[src/hw/tileGenPkg.sv]
package tileGenPkg;

	////////////////////////////////////////
	// layer count
	////////////////////////////////////////

	// two scroll layers, A is layer 0 and B is layer 1
	parameter int numLayers = 2;

	////////////////////////////////////////
	// beam and scroll widths
	////////////////////////////////////////

	// horizontal beam position, one line wraps inside 9 bits
	typedef logic [8:0] hCountT;
	// vertical beam position
	typedef logic [8:0] vCountT;
	// scrolled position or horizontal offset
	typedef logic [8:0] scrollT;
	// vertical offset has no 9th bit
	typedef logic [7:0] vScrollT;

	////////////////////////////////////////
	// tilemap and graphics fields
	////////////////////////////////////////

	// 64 columns x 32 rows per layer
	typedef logic [5:0] tileColT;
	typedef logic [4:0] tileRowT;
	// tile number, first byte of an entry
	typedef logic [7:0] tileIndexT;
	// low attribute bits, from the second byte
	typedef logic [1:0] tileAttrT;
	// layer, row, column, byte
	typedef logic [12:0] ramAddrT;
	// attr, index, fine row, nibble
	typedef logic [13:0] promAddrT;
	// cpu data bus byte, also used for ram data
	typedef logic [7:0] cpuDataT;
	// bit 2 picks the layer, bits 1:0 the register
	typedef logic [2:0] regSelT;

endpackage

[src/hw/videoIfs.sv]
`timescale 1ns/1ns

// beam position shared by the layers and the sequencer
interface beamIf;
	tileGenPkg::hCountT hCount;
	tileGenPkg::vCountT vCount;
	// one cycle pulses
	logic lineStart;
	logic frameStart;

	modport counterSide(output hCount, output vCount, output lineStart, output frameStart);
	modport layerSide(input hCount, input vCount, input lineStart, input frameStart);
	// sequencer only needs the pixel phase
	modport seqSide(input hCount);
endinterface

// scrolled position of one layer, split into tilemap fields
interface layerIf;
	tileGenPkg::scrollT hPos;
	tileGenPkg::scrollT vPos;
	tileGenPkg::tileColT tileCol;
	tileGenPkg::tileRowT tileRow;
	// row inside the 8x8 tile
	logic [2:0] fineRow;
	// 4-pixel half of the tile row
	logic nibble;

	modport layerSide(output hPos, output vPos, output tileCol, output tileRow,
		output fineRow, output nibble);
	modport seqSide(input hPos, input vPos, input tileCol, input tileRow,
		input fineRow, input nibble);
endinterface

[src/hw/addrSequencer.sv]
`timescale 1ns/1ns

module addrSequencer (
	input logic CLK_6M,
	input logic rst,
	input logic clk2H,
	input tileGenPkg::cpuDataT rd,
	beamIf.seqSide beam,
	layerIf.seqSide layerA,
	layerIf.seqSide layerB,
	output tileGenPkg::ramAddrT ra,
	output tileGenPkg::promAddrT ga,
	output logic ha2,
	output logic hb2
);

	////////////////////////////////////////
	// layer select
	////////////////////////////////////////

	// high when layer B is active
	logic selB;
	tileGenPkg::tileRowT selRow;
	tileGenPkg::tileColT selCol;
	logic [2:0] selFineRow;
	logic selNibble;
	// byte select, aligned with the layer positions
	logic hBit0Q;
	// captured ram bytes
	tileGenPkg::tileIndexT tileIndex;
	tileGenPkg::tileAttrT tileAttr;

	// 2H low picks layer B
	assign selB = !clk2H;
	assign selRow = selB ? layerB.tileRow : layerA.tileRow;
	assign selCol = selB ? layerB.tileCol : layerA.tileCol;
	assign selFineRow = selB ? layerB.fineRow : layerA.fineRow;
	assign selNibble = selB ? layerB.nibble : layerA.nibble;

	// pixel phase, delayed to match hPos
	always_ff @(posedge CLK_6M) begin
		if (rst) begin
			hBit0Q <= 1'b0;
		end else begin
			hBit0Q <= beam.hCount[0];
		end
	end

	////////////////////////////////////////
	// ram and prom addresses
	////////////////////////////////////////

	// ram: layer, row, column, byte
	// prom: attr, index, fine row, nibble
	always_ff @(posedge CLK_6M) begin
		if (rst) begin
			ra <= '0;
			ga <= '0;
		end else begin
			ra <= {selB, selRow, selCol, hBit0Q};
			// bytes from the previous fetch
			ga <= {tileAttr, tileIndex, selFineRow, selNibble};
		end
	end

	// even byte is the tile number, odd byte the attributes
	always_ff @(posedge CLK_6M) begin
		if (rst) begin
			tileIndex <= '0;
			tileAttr <= '0;
		end else if (!ra[0]) begin
			tileIndex <= rd;
		end else begin
			// only the low two attribute bits reach the prom
			tileAttr <= rd[1:0];
		end
	end

	////////////////////////////////////////
	// 4-pixel strobes
	////////////////////////////////////////

	// high on every 4th scrolled pixel of each layer
	always_ff @(posedge CLK_6M) begin
		if (rst) begin
			ha2 <= 1'b0;
			hb2 <= 1'b0;
		end else begin
			ha2 <= (layerA.hPos[1:0] == 2'b00);
			hb2 <= (layerB.hPos[1:0] == 2'b00);
		end
	end

endmodule

[src/hw/beamCounter.sv]
`timescale 1ns/1ns

module beamCounter (
	input logic CLK_6M,
	input logic rst,
	input logic nHsync,
	input logic nVsync,
	beamIf.counterSide beam
);

	////////////////////////////////////////
	// sync edge detect
	////////////////////////////////////////

	// last sync samples, syncs idle high
	logic hsyncLast;
	logic vsyncLast;
	// falling edges seen at this clock
	logic hsyncFall;
	logic vsyncFall;

	assign hsyncFall = !nHsync && hsyncLast;
	assign vsyncFall = !nVsync && vsyncLast;

	always_ff @(posedge CLK_6M) begin
		if (rst) begin
			hsyncLast <= 1'b1;
			vsyncLast <= 1'b1;
		end else begin
			hsyncLast <= nHsync;
			vsyncLast <= nVsync;
		end
	end

	////////////////////////////////////////
	// beam counters
	////////////////////////////////////////

	always_ff @(posedge CLK_6M) begin
		if (rst) begin
			beam.hCount <= '0;
			beam.vCount <= '0;
			beam.lineStart <= 1'b0;
			beam.frameStart <= 1'b0;
		end else begin
			// pulses line up with the counter reload
			beam.lineStart <= hsyncFall;
			beam.frameStart <= hsyncFall && vsyncFall;
			if (hsyncFall) begin
				beam.hCount <= '0;
				// vertical only moves on line boundaries
				if (vsyncFall) begin
					beam.vCount <= '0;
				end else begin
					beam.vCount <= beam.vCount + 9'd1;
				end
			end else begin
				// free running, wraps at 512
				beam.hCount <= beam.hCount + 9'd1;
			end
		end
	end

endmodule

[src/hw/scrollLayer.sv]
`timescale 1ns/1ns

module scrollLayer #(
	parameter int layerIdx = 0,
	parameter int autoscroll = 0
) (
	input logic CLK_6M,
	input logic rst,
	input logic flip,
	input logic nLatch,
	input tileGenPkg::regSelT ca,
	input tileGenPkg::cpuDataT cd,
	beamIf.layerSide beam,
	layerIf.layerSide pos
);

	////////////////////////////////////////
	// cpu scroll registers
	////////////////////////////////////////

	// latched offsets
	tileGenPkg::scrollT hScroll;
	tileGenPkg::vScrollT vScroll;
	// write decode
	logic layerHit;
	logic hLowWrite;
	logic hHighWrite;
	logic vWrite;
	// once per frame
	logic frameEdge;
	// beam position after flip
	tileGenPkg::hCountT hBeam;
	tileGenPkg::vCountT vBeam;

	// only writes aimed at this layer
	assign layerHit = !nLatch && (ca[2] == 1'(layerIdx));
	assign hLowWrite = layerHit && (ca[1:0] == 2'b00);
	assign hHighWrite = layerHit && (ca[1:0] == 2'b01);
	// select 11 falls through, nothing latched
	assign vWrite = layerHit && (ca[1:0] == 2'b10);

	// frame pulse only comes together with a line pulse
	assign frameEdge = beam.lineStart && beam.frameStart;

	always_ff @(posedge CLK_6M) begin
		if (rst) begin
			hScroll <= '0;
			vScroll <= '0;
		end else begin
			// cpu write beats the autoscroll step
			if (hLowWrite) begin
				hScroll[7:0] <= cd;
			end else if (hHighWrite) begin
				hScroll[8] <= cd[0];
			end else if (frameEdge) begin
				hScroll <= hScroll + tileGenPkg::scrollT'(autoscroll);
			end
			if (vWrite) begin
				vScroll <= cd;
			end
		end
	end

	////////////////////////////////////////
	// scrolled position
	////////////////////////////////////////

	// flipped screen counts backwards
	assign hBeam = flip ? ~beam.hCount : beam.hCount;
	assign vBeam = flip ? ~beam.vCount : beam.vCount;

	// one stage behind the beam, wraps at 9 bits
	always_ff @(posedge CLK_6M) begin
		pos.hPos <= hScroll + hBeam;
		pos.vPos <= tileGenPkg::scrollT'(vScroll) + vBeam;
	end

	// tilemap cell and position inside the tile
	assign pos.tileCol = pos.hPos[8:3];
	assign pos.nibble = pos.hPos[2];
	// 32 rows, bit 8 drops out
	assign pos.tileRow = pos.vPos[7:3];
	assign pos.fineRow = pos.vPos[2:0];

endmodule

[src/hw/tilemapAddrGen.sv]
`timescale 1ns/1ns

module tilemapAddrGen #(
	parameter int layerAAutoscroll = 0,
	parameter int layerBAutoscroll = 0
) (
	input logic CLK_6M,
	input logic rst,
	input logic clk2H,
	input logic nHsync,
	input logic nVsync,
	input logic flip,
	input logic nLatch,
	input tileGenPkg::regSelT ca,
	input tileGenPkg::cpuDataT cd,
	input tileGenPkg::cpuDataT rd,
	output tileGenPkg::ramAddrT ra,
	output tileGenPkg::promAddrT ga,
	output logic ha2,
	output logic hb2
);

	////////////////////////////////////////
	// internal buses
	////////////////////////////////////////

	// beam position, one driver
	beamIf beamBus ();
	// index 0 is layer A, index 1 layer B
	layerIf layerBus [tileGenPkg::numLayers] ();

	// sync inputs to screen position
	beamCounter beamCounter_i (
		.CLK_6M(CLK_6M),
		.rst(rst),
		.nHsync(nHsync),
		.nVsync(nVsync),
		.beam(beamBus)
	);

	////////////////////////////////////////
	// scroll layers
	////////////////////////////////////////

	for (genvar i = 0; i < tileGenPkg::numLayers; i++) begin : layerGen
		// each layer gets its own autoscroll step
		scrollLayer #(
			.layerIdx(i),
			.autoscroll((i == 0) ? layerAAutoscroll : layerBAutoscroll)
		) scrollLayer_i (
			.CLK_6M(CLK_6M),
			.rst(rst),
			.flip(flip),
			.nLatch(nLatch),
			.ca(ca),
			.cd(cd),
			.beam(beamBus),
			.pos(layerBus[i])
		);
	end

	// address assembly, layers interleaved by 2H
	addrSequencer addrSequencer_i (
		.CLK_6M(CLK_6M),
		.rst(rst),
		.clk2H(clk2H),
		.rd(rd),
		.beam(beamBus),
		.layerA(layerBus[0]),
		.layerB(layerBus[1]),
		.ra(ra),
		.ga(ga),
		.ha2(ha2),
		.hb2(hb2)
	);

endmodule

[config.mk]
export PLATFORM = sky130hd
export DESIGN_NAME = tilemapAddrGen
export DESIGN_NICKNAME = d
export VERILOG_FILES = /design/src/hw/tileGenPkg.sv /design/src/hw/videoIfs.sv /design/src/hw/addrSequencer.sv /design/src/hw/beamCounter.sv /design/src/hw/scrollLayer.sv /design/src/hw/tilemapAddrGen.sv
export SDC_FILE = /design/constraint.sdc
export NUM_CORES = 1
export LEC_CHECK = 0
export BUFFER_PORTS_ARGS = -buffer_cell sky130_fd_sc_hd__buf_2
export CAP_MARGIN = 30
export CORE_MARGIN = 2
export CORE_UTILIZATION = 52
export DETAILED_ROUTE_END_ITERATION = 12
export PLACE_DENSITY = 0.72
export SKIP_LAST_GASP = 1
export SYNTH_ARGS = -nofsm -noshare
export SYNTH_HDL_FRONTEND = slang
export SYNTH_SLANG_ARGS = --single-unit
[constraint.sdc]
create_clock -name CLK_6M -period 2.9 [get_ports CLK_6M]
set_clock_uncertainty 0.15 [all_clocks]
set_input_delay 0.435 -clock CLK_6M [delete_from_list [all_inputs] [get_ports CLK_6M]]
set_output_delay 0.435 -clock CLK_6M [all_outputs]
set_load 0.01 [all_outputs]
==> results.cfg, run 1 <==
[clock_tree]
clk_pin_slew_ns = 0.06
worstSkewPairLatency_ns = 0.51
cts-root-buf = clkbuf_8
cts_tree = built
htree_levels = 4
clockBufferDepth = 2
post_cts_resized = 0
clock_sinks = 127
cts_buffers = 17

[logic_synthesis]
synth_area_um2 = 5250
synth_top_flop_cell = dfxtp_1
synth_area_per_cell_um2 = 9.95
seq_area_frac_synth_pct = 48.4
syn_inst = 528
synth.top_cells.by_count = dfxtp_1, nor2_1, mux2i_1
synth.largest_area_cell = dfxtp_1
synth.distinct_cells = 40
yosysWarnings = 0
synth.area.top_cells = dfxtp_1, ha_1, mux2i_1
synth_most_common_cell = dfxtp_1
synth.top_cell.area_share_pct = 48.4
async_flop_share_pct = 0
ys_seq_elements = 127
syn-num-nets = 592
synth_edf_count = 0

[pwr]
p_leak_nw = 2.79
power_density_nw_per_um2 = 661
ir_worst_vdd_v = 0.000349

[final_layout]
syn_to_final_growth_pct = 19.8
drive_gt1_share_pct = 15.6
num_antenna_cells = 0
final_util_pct = 64.4
final_area_um2 = 6290
nets = 661
fillCellCount = 768

[placement]
placed_area_um2 = 5660
gp_congestion = 0.834
port_buffers = 54
dp_hpwl_um = 7260

[timing]
setup_viol = 0
tns_ns = 0
relSlewSlack_pct = 43.9
period_needed_ns = 2.56
max_freq_ghz = 0.391
period_share_pct = 88.2
rsz0062_at_grt = false
tightest_slew_ns = 0.835
slew_viol_final = 0
hold_viol = 0

[critical_path]
cp-end-kind = flip-flop
critPathKind = flip-flop to flip-flop
path_max_fanout = 5
worstPathRequired_ns = 3.15
rr_worst_depth = 9
cp-start-kind = flip-flop
arrival_ns = 2.81

[route]
wirelength_um = 10200
avgRoutedWirePerCell_um = 13.7
via_count = 3735
drt_iter0_markers = 131
antenna_violating_nets_post_route = 0
avgViaCountPerCell = 5.03
first_pass_iters = 4
drc = 0

[die]
die_area_um2 = 10900
start_util_pct = 53.8
dieHeight_um = 105
rows = 36
coreArea_um2 = 9770
io-pin-count = 55
die_x_um = 105

[worst_hold_path]
hp-class = input port to flip-flop
hold_depth = 3

[grt]
grt_use_total_pct = 20.1
grt_pass1_vias = 3750
grt_pass1_wl_um = 17300
overflow = 0
antenna_found_initial = 0
grt_max_degree = 47

[run]
cap_violations = 0

[run_status]
status = finished, final reports clean
==> final timing paths <==
check	startpoint	to	slack (ns)
worst min-delay path	rd[0]	addrSequencer_i.tileIndex[0]	0.03
worst max-delay path	beamCounter_i.beam.vCount[0]	layerGen[1].scrollLayer_i.pos.vPos[6]	0.34
worst min register to register	layerGen[0].scrollLayer_i.pos.hPos[0]	addrSequencer_i.ha2	0.23
worst max register to register	beamCounter_i.beam.vCount[0]	layerGen[1].scrollLayer_i.pos.vPos[6]	0.34
==> routing by layer <==
metal / part of all wire [%] / track usage [%]
met2: 47 / 32.5
met4: 1.9 / 8.59
met5: 0 / 0
met1: 46 / 24.2
met3: 5.1 / 7.02
==> state kept, by name, summed over array words and instances (netlist names) <==
register,cells
addrSequencer_i.ra,13
layerGen.scrollLayer_i.pos.hPos,18
addrSequencer_i.hBit0Q,1
addrSequencer_i.tileAttr,2
layerGen.scrollLayer_i.hScroll,18
beamCounter_i.vsyncLast,1
beamCounter_i.beam.hCount,9
layerGen.scrollLayer_i.pos.vPos,16
addrSequencer_i.hb2,1
layerGen.scrollLayer_i.vScroll,16
addrSequencer_i.tileIndex,8
beamCounter_i.hsyncLast,1
beamCounter_i.beam.vCount,8
addrSequencer_i.ga,14
addrSequencer_i.ha2,1
==> kinds of logic (layout without fill, tap and decap cells) <==
kind of cell	after synthesis	in the layout	synth area share, %
DFF	127	127	48.4
adders and majority gates	38	38	9.62
xor gates and xnor gates	55	55	9.17
and+or+nand+nor	164	164	14.3
muxes	42	42	8.00
AOI/OAI and AO/OA	71	71	8.22
buffers and inverters	31	113	2.33
==> worst max-delay path, stage by stage, from the launching register on <==
cell,delay [ns]
dfxtp_1,0.42
xor2_1,0.22
ha_1,0.20
inv_1,0.05
fa_1,0.40
nor2b_1,0.13
o21ai_0,0.11
a21boi_0,0.35
nor4_1,0.08
a311o_1,0.32
==> where the power goes <==
group	total (mW)	internal [mW]	switching [mW]	leakage, nW
sequential	1.88	1.85	0.0355	1.05
combinational	0.339	0.151	0.187	1.46
clock	1.94	1.24	0.697	0.279
==> final cells by class <==
type / count / area (um2) / share of cell area, %
inverter: 13 / 48.8 / 0.775
sequential: 127 / 2540 / 40.4
multi-input combinational: 370 / 2590 / 41.1
clock buffer: 26 / 498 / 7.91
timing repair buffer: 68 / 395 / 6.28
clock inverter: 6 / 55.1 / 0.875
tap: 133 / 166 / 2.64
==> cell usage in the layout (no fill, tap or decap), types with 9 or more instances in the layout <==
cell / synthesis / layout
o21ai_0: 9 / 9
nor2b_1: 17 / 17
clkbuf_16: 0 / 16
mux2i_1: 42 / 42
a21oi_1: 35 / 35
nor2_1: 71 / 71
nand2_1: 40 / 40
ha_1: 34 / 34
dfxtp_1: 127 / 127
inv_1: 13 / 13
xor2_1: 32 / 32
buf_2: 5 / 54
xnor2_1: 23 / 23
==> per-stage QoR <==
stage	setup slack (ns)	hold WS, ns	total power, mW	cells
after floorplan	0.333	0.217	2.14	528
after global placement	0.255	0.223	2.24	703
after detailed placement	0.187	0.225	2.25	703
after CTS	0.306	0.00204	4.21	743
after global routing	0.156	0.0345	4.33	743
final	0.341	0.0309	4.16	743
==> repair_timing <==
item                                   CTS  global route
setup buffers                            0             0
hold buffers                             8             0
endpoints found under the hold margin    8             0
(Power assumes the default switching activity.)
==> run 2, diff against run 1 <==
--- a/config.mk
+++ b/config.mk
@@ -7,6 +7,7 @@
 export LEC_CHECK = 0
 export BUFFER_PORTS_ARGS = -buffer_cell sky130_fd_sc_hd__buf_2
 export CAP_MARGIN = 30
+export CORE_ASPECT_RATIO = 0.6
 export CORE_MARGIN = 2
 export CORE_UTILIZATION = 52
 export DETAILED_ROUTE_END_ITERATION = 12
==> run 2 against run 1 <==
First-iteration DRC count grew 51%. Sequential share of layout area is essentially flat. Global-route usage grew 0.96 points. Total power grew 6.4%. Critical path depth is the same. Non-clock buffer count shrank 7. Sequential power is essentially flat. Critical path type unchanged. Critical endpoint unchanged. Highest routed layer unchanged.
==> results.cfg, run 2 (synthesis gave the netlist of run 1 again) <==
[clock_tree]
cts_setup_buffers = 0
clockBufferDepth = 2
clock_sinks = 127
cts_buffers = 17
clk_pin_slew_ns = 0.05
cts_hold_buf = 0
htree_levels = 4
cts_tree = built
post_cts_resized = 0
cts-root-buf = clkbuf_16
worstSkewPairLatency_ns = 0.41

[timing]
setup_viol = 0
rsz0062_at_grt = false
tns_ns = 0
setup_slack_ns = 0.286
tightest_slew_ns = 0.805
period_needed_ns = 2.61
max_freq_ghz = 0.383
relSlewSlack_pct = 45.9
period_share_pct = 90.1
hold_viol = 0
slew_viol_final = 0

[grt]
overflow = 0
antenna_found_initial = 1
grt_max_degree = 32
grt_pass1_vias = 3555
grt_use_total_pct = 21.1
grt_pass1_wl_um = 17600

[final_layout]
syn_to_final_growth_pct = 19.7
drive_gt1_share_pct = 16.1
largestRegisters = layerGen.scrollLayer_i.hScroll x18, layerGen.scrollLayer_i.pos.hPos x18
final_common_cell = dfxtp_1
nets = 654
final_area_um2 = 6290
layout_common_cells = dfxtp_1, nor2_1, buf_2
fillCellCount = 807

[die]
die_x_um = 134
die_area_um2 = 11000
dieHeight_um = 81.9
rows = 28
coreArea_um2 = 9840
io-pin-count = 55
start_util_pct = 53.4

[run_status]
status = finished, final reports clean

[route]
drc = 0
wirelength_um = 10800
avgViaCountPerCell = 5.14
antenna_violating_nets_post_route = 0
via_count = 3799
drt_iter0_markers = 198
avgRoutedWirePerCell_um = 14.6
first_pass_iters = 5

[placement]
place_ws_ns = 0.139
dp_hpwl_um = 8010
placed_area_um2 = 5670
port_buffers = 54
gp_congestion = 0.844

[critical_path]
slowest_stage = dfxtp_1
critPathKind = flip-flop to flip-flop
arrival_ns = 2.76
cp-start-kind = flip-flop
cp-end-kind = flip-flop
worstPathRequired_ns = 3.05
path_max_fanout = 5
cp_slowest_stage_delay_ns = 0.42
critical_path.cell_chain = xor2_1 -> ha_1 -> inv_1 -> fa_1 -> nor2b_1 -> o21ai_0 -> a21boi_0 -> nor4_1 -> a311o_1

[pwr]
p_leak_nw = 2.78
power_density_nw_per_um2 = 704
total_power_mw = 4.43
ir_worst_vdd_v = 0.000423

[worst_hold_path]
hp-class = input port to flip-flop

[run]
cap_violations = 0
-- run 2: layer usage --
layer / up-vias / global-route usage [%] / part of all wire [%] / wire (um)
met1: 1773 / 28.9 / 50 / 5390
met4: 0 / 7.45 / 1.4 / 146
met5: - / 0 / 0 / 0
met3: 16 / 7.47 / 7.6 / 817
li1: 1906 / - / - / -
met2: 104 / 30.8 / 41 / 4440
-- run 2: stage by stage --
| stage | util (%) | hold slack (ns) | instances |
|---|---|---|---|
| 4_1_cts | 63.9 | 0.0722 | 738 |
| 2_1_floorplan | - | 0.217 | 528 |
| 5_1_grt | 63.9 | 0.0908 | 738 |
| 3_3_place_gp | 57.6 | 0.226 | 706 |
| 6_report | 63.9 | 0.0826 | 739 |
| 3_5_place_dp | 57.6 | 0.233 | 706 |
-- run 2: path summary, 6_finish.rpt --
| kind | startpoint | endpoint | slack [ns] | depth (start not counted) |
|---|---|---|---|---|
| setup / recovery | beamCounter_i.beam.vCount[0] | layerGen[1].scrollLayer_i.pos.vPos[6] | 0.29 | 9 |
| hold reg to reg | layerGen[1].scrollLayer_i.pos.hPos[0] | addrSequencer_i.hb2 | 0.24 | 1 |
| hold / removal | nVsync | beamCounter_i.vsyncLast | 0.08 | 2 |
| setup reg to reg | beamCounter_i.beam.vCount[0] | layerGen[1].scrollLayer_i.pos.vPos[6] | 0.29 | 9 |
-- run 2: cell type report --
class                           count  area (um2)  share of cell area [%]
Multi-Input combinational cell    370        2590                    41.2
Tap cell                          135         169                    2.69
Antenna cell                        1        2.50                  0.0398
Timing Repair Buffer               61         323                    5.13
Clock inverter                     11         164                    2.61
Clock buffer                       21         450                    7.16
Inverter                           13        48.8                   0.776
Sequential cell                   127        2540                    40.4
-- run 2: critical path, delay by kind of cell (launching register included) --
family / cells / cell delay, ns
compound gates: 3 / 0.79
fa+ha+maj: 2 / 0.64
flops: 1 / 0.42
xor+xnor: 1 / 0.23
simple gates: 2 / 0.22
buf+inv: 1 / 0.06
-- run 2: report_power, final --
group	switching, mW	internal (mW)
Combinational	0.193	0.145
Clock	0.751	1.45
Sequential	0.0354	1.85
Total	0.979	3.45
==> run 3, diff against run 2 <==
--- a/config.mk
+++ b/config.mk
@@ -10,8 +10,10 @@
 export CORE_ASPECT_RATIO = 0.6
 export CORE_MARGIN = 2
 export CORE_UTILIZATION = 52
+export CTS_CLUSTER_SIZE = 28
 export DETAILED_ROUTE_END_ITERATION = 12
-export PLACE_DENSITY = 0.72
+export PLACE_DENSITY = 0.76
+export RECOVER_POWER = 50
 export SKIP_LAST_GASP = 1
 export SYNTH_ARGS = -nofsm -noshare
 export SYNTH_HDL_FRONTEND = slang
==> run 3 against run 2 <==
The run now ends with max-capacitance violations left. Non-clock buffer count is 1 lower. Count of clock-buffer cells in the layout fell by 2. Design area about the same. Setup slack got worse by 0.0037 ns. Critical path type unchanged. Critical endpoint unchanged.
==> results.cfg, run 3 (synthesis gave the netlist of run 1 again) <==
[timing]
max_freq_ghz = 0.382
hold_viol = 0
tightest_slew_ns = 1.50
relSlewSlack_pct = 0.125
setup_viol = 0
setup_slack_ns = 0.282
rsz0062_at_grt = false
slew_viol_final = 0
period_needed_ns = 2.62
period_share_pct = 90.3
tns_ns = 0

[placement]
dp_hpwl_um = 7880
place_ws_ns = 0.150
gp_congestion = 0.899
dp.cells = 705
port_buffers = 54

[route]
first_pass_iters = 4
drt_iter0_markers = 215
avgRoutedWirePerCell_um = 14.8
via_count = 3796
wirelength_um = 10900
antenna_violating_nets_post_route = 0
avgViaCountPerCell = 5.15
drc = 0

[die]
start_util_pct = 53.4
coreArea_um2 = 9840
die_area_um2 = 11000
rows = 28
die_x_um = 134
io-pin-count = 55
dieHeight_um = 81.9

[pwr]
power_density_nw_per_um2 = 727
p_leak_nw = 2.69
ir_worst_vdd_v = 0.000429

[run_status]
violations = max-capacitance violations
status = finished with violations

[critical_path]
critPathKind = flip-flop to flip-flop
path_buf_inv = 1
startpoint = beamCounter_i.beam.vCount[0]
r2r_slack_ns = 0.28
cp-start-kind = flip-flop
critPathTopFamily = compound AO/OA/AOI/OAI gates
critical_path.cell_chain = xor2_1 -> ha_1 -> inv_1 -> fa_1 -> nor2b_1 -> o21ai_0 -> a21boi_0 -> nor4_1 -> a311o_1
cp_slowest_stage_delay_ns = 0.44
r2r_start = beamCounter_i.beam.vCount[0]
worstPathRequired_ns = 3.05
rr_worst_depth = 9
r2r-end = layerGen[1].scrollLayer_i.pos.vPos[6]
arrival_ns = 2.76
cp-end-kind = flip-flop
slowest_stage = dfxtp_1
path_max_fanout = 5

[clock_tree]
post_cts_resized = 0
clockBufferDepth = 2
cts_hold_buf = 0
worstSkewPairLatency_ns = 0.41
cts-root-buf = clkbuf_16
htree_levels = 4
cts_setup_buffers = 0
cts_tree = built
clock_sinks = 127
clk_pin_slew_ns = 0.05
cts_buffers = 17

[grt]
grt_use_total_pct = 21.7
antenna_found_initial = 1
grt_pass1_vias = 3750
grt_pass1_wl_um = 17900
grt_max_degree = 48
overflow = 0

[run]
cap_violations = 1

[final_layout]
syn_to_final_growth_pct = 19.7
drive_gt1_share_pct = 11.6
final_common_cell = dfxtp_1
fin_cells = 737
largestRegisters = layerGen.scrollLayer_i.hScroll x18, layerGen.scrollLayer_i.pos.hPos x18
num_antenna_cells = 0
layout_common_cells = dfxtp_1, nor2_1, mux2i_1
nets = 653

[worst_hold_path]
holdPathEnd = beamCounter_i.vsyncLast
hp-class = input port to flip-flop
hold_depth = 2
holdCritStartpoint = nVsync
==> run 3: stage by stage <==
step / hold WS (ns) / area [um2] / util [%] / power, mW
6_report: 0.0778 / 6290 / 63.9 / 4.57
5_1_grt: 0.0684 / 6290 / 63.9 / 4.74
4_1_cts: 0.0652 / 6330 / 64.3 / 4.62
3_5_place_dp: 0.223 / 5660 / 57.5 / 2.26
3_3_place_gp: 0.227 / 5660 / 57.5 / 2.24
2_1_floorplan: 0.217 / 5250 / - / 2.14
==> run 3: worst register-to-register path, cell delays in order (launching register included) <==
cell and delay [ns]:
dfxtp_1 0.44, xor2_1 0.22, ha_1 0.20, inv_1 0.06, fa_1 0.40, nor2b_1 0.13
o21ai_0 0.13, a21boi_0 0.35, nor4_1 0.09, a311o_1 0.33
==> run 3: cell type report <==
type	count	area, um2
fill	812	3560
multi-input combinational	370	2590
sequential	127	2540
clock buffer	19	453
timing repair buffer	60	277
clock inverter	13	209
tap	135	169
inverter	13	48.8
==> run 3: routing by layer <==
layer | routed length (um) | share of wire [%] | global-route usage (%)
met5 | 0 | 0 | 0
met3 | 785 | 7.2 | 7.96
met4 | 116 | 1.1 | 7.45
met1 | 5320 | 49 | 27.7
met2 | 4700 | 43 | 34.4
==> run 3: how the worst max path moves through the flow <==
stage | end | depth (start not counted)
3_3_place_gp | layerGen[1].scrollLayer_i.pos.vPos[6] | 10
2_1_floorplan | layerGen[1].scrollLayer_i.pos.vPos[6] | 9
5_1_grt | layerGen[1].scrollLayer_i.pos.vPos[6] | 9
6_report | layerGen[1].scrollLayer_i.pos.vPos[6] | 9
4_1_cts | layerGen[1].scrollLayer_i.pos.vPos[6] | 9
3_5_place_dp | layerGen[1].scrollLayer_i.pos.vPos[6] | 10
==> run 3: where the power goes <==
part | internal, mW | switching, mW
logic | 0.137 | 0.193
clock network | 1.57 | 0.781
registers | 1.85 | 0.0380
total | 3.56 | 1.01
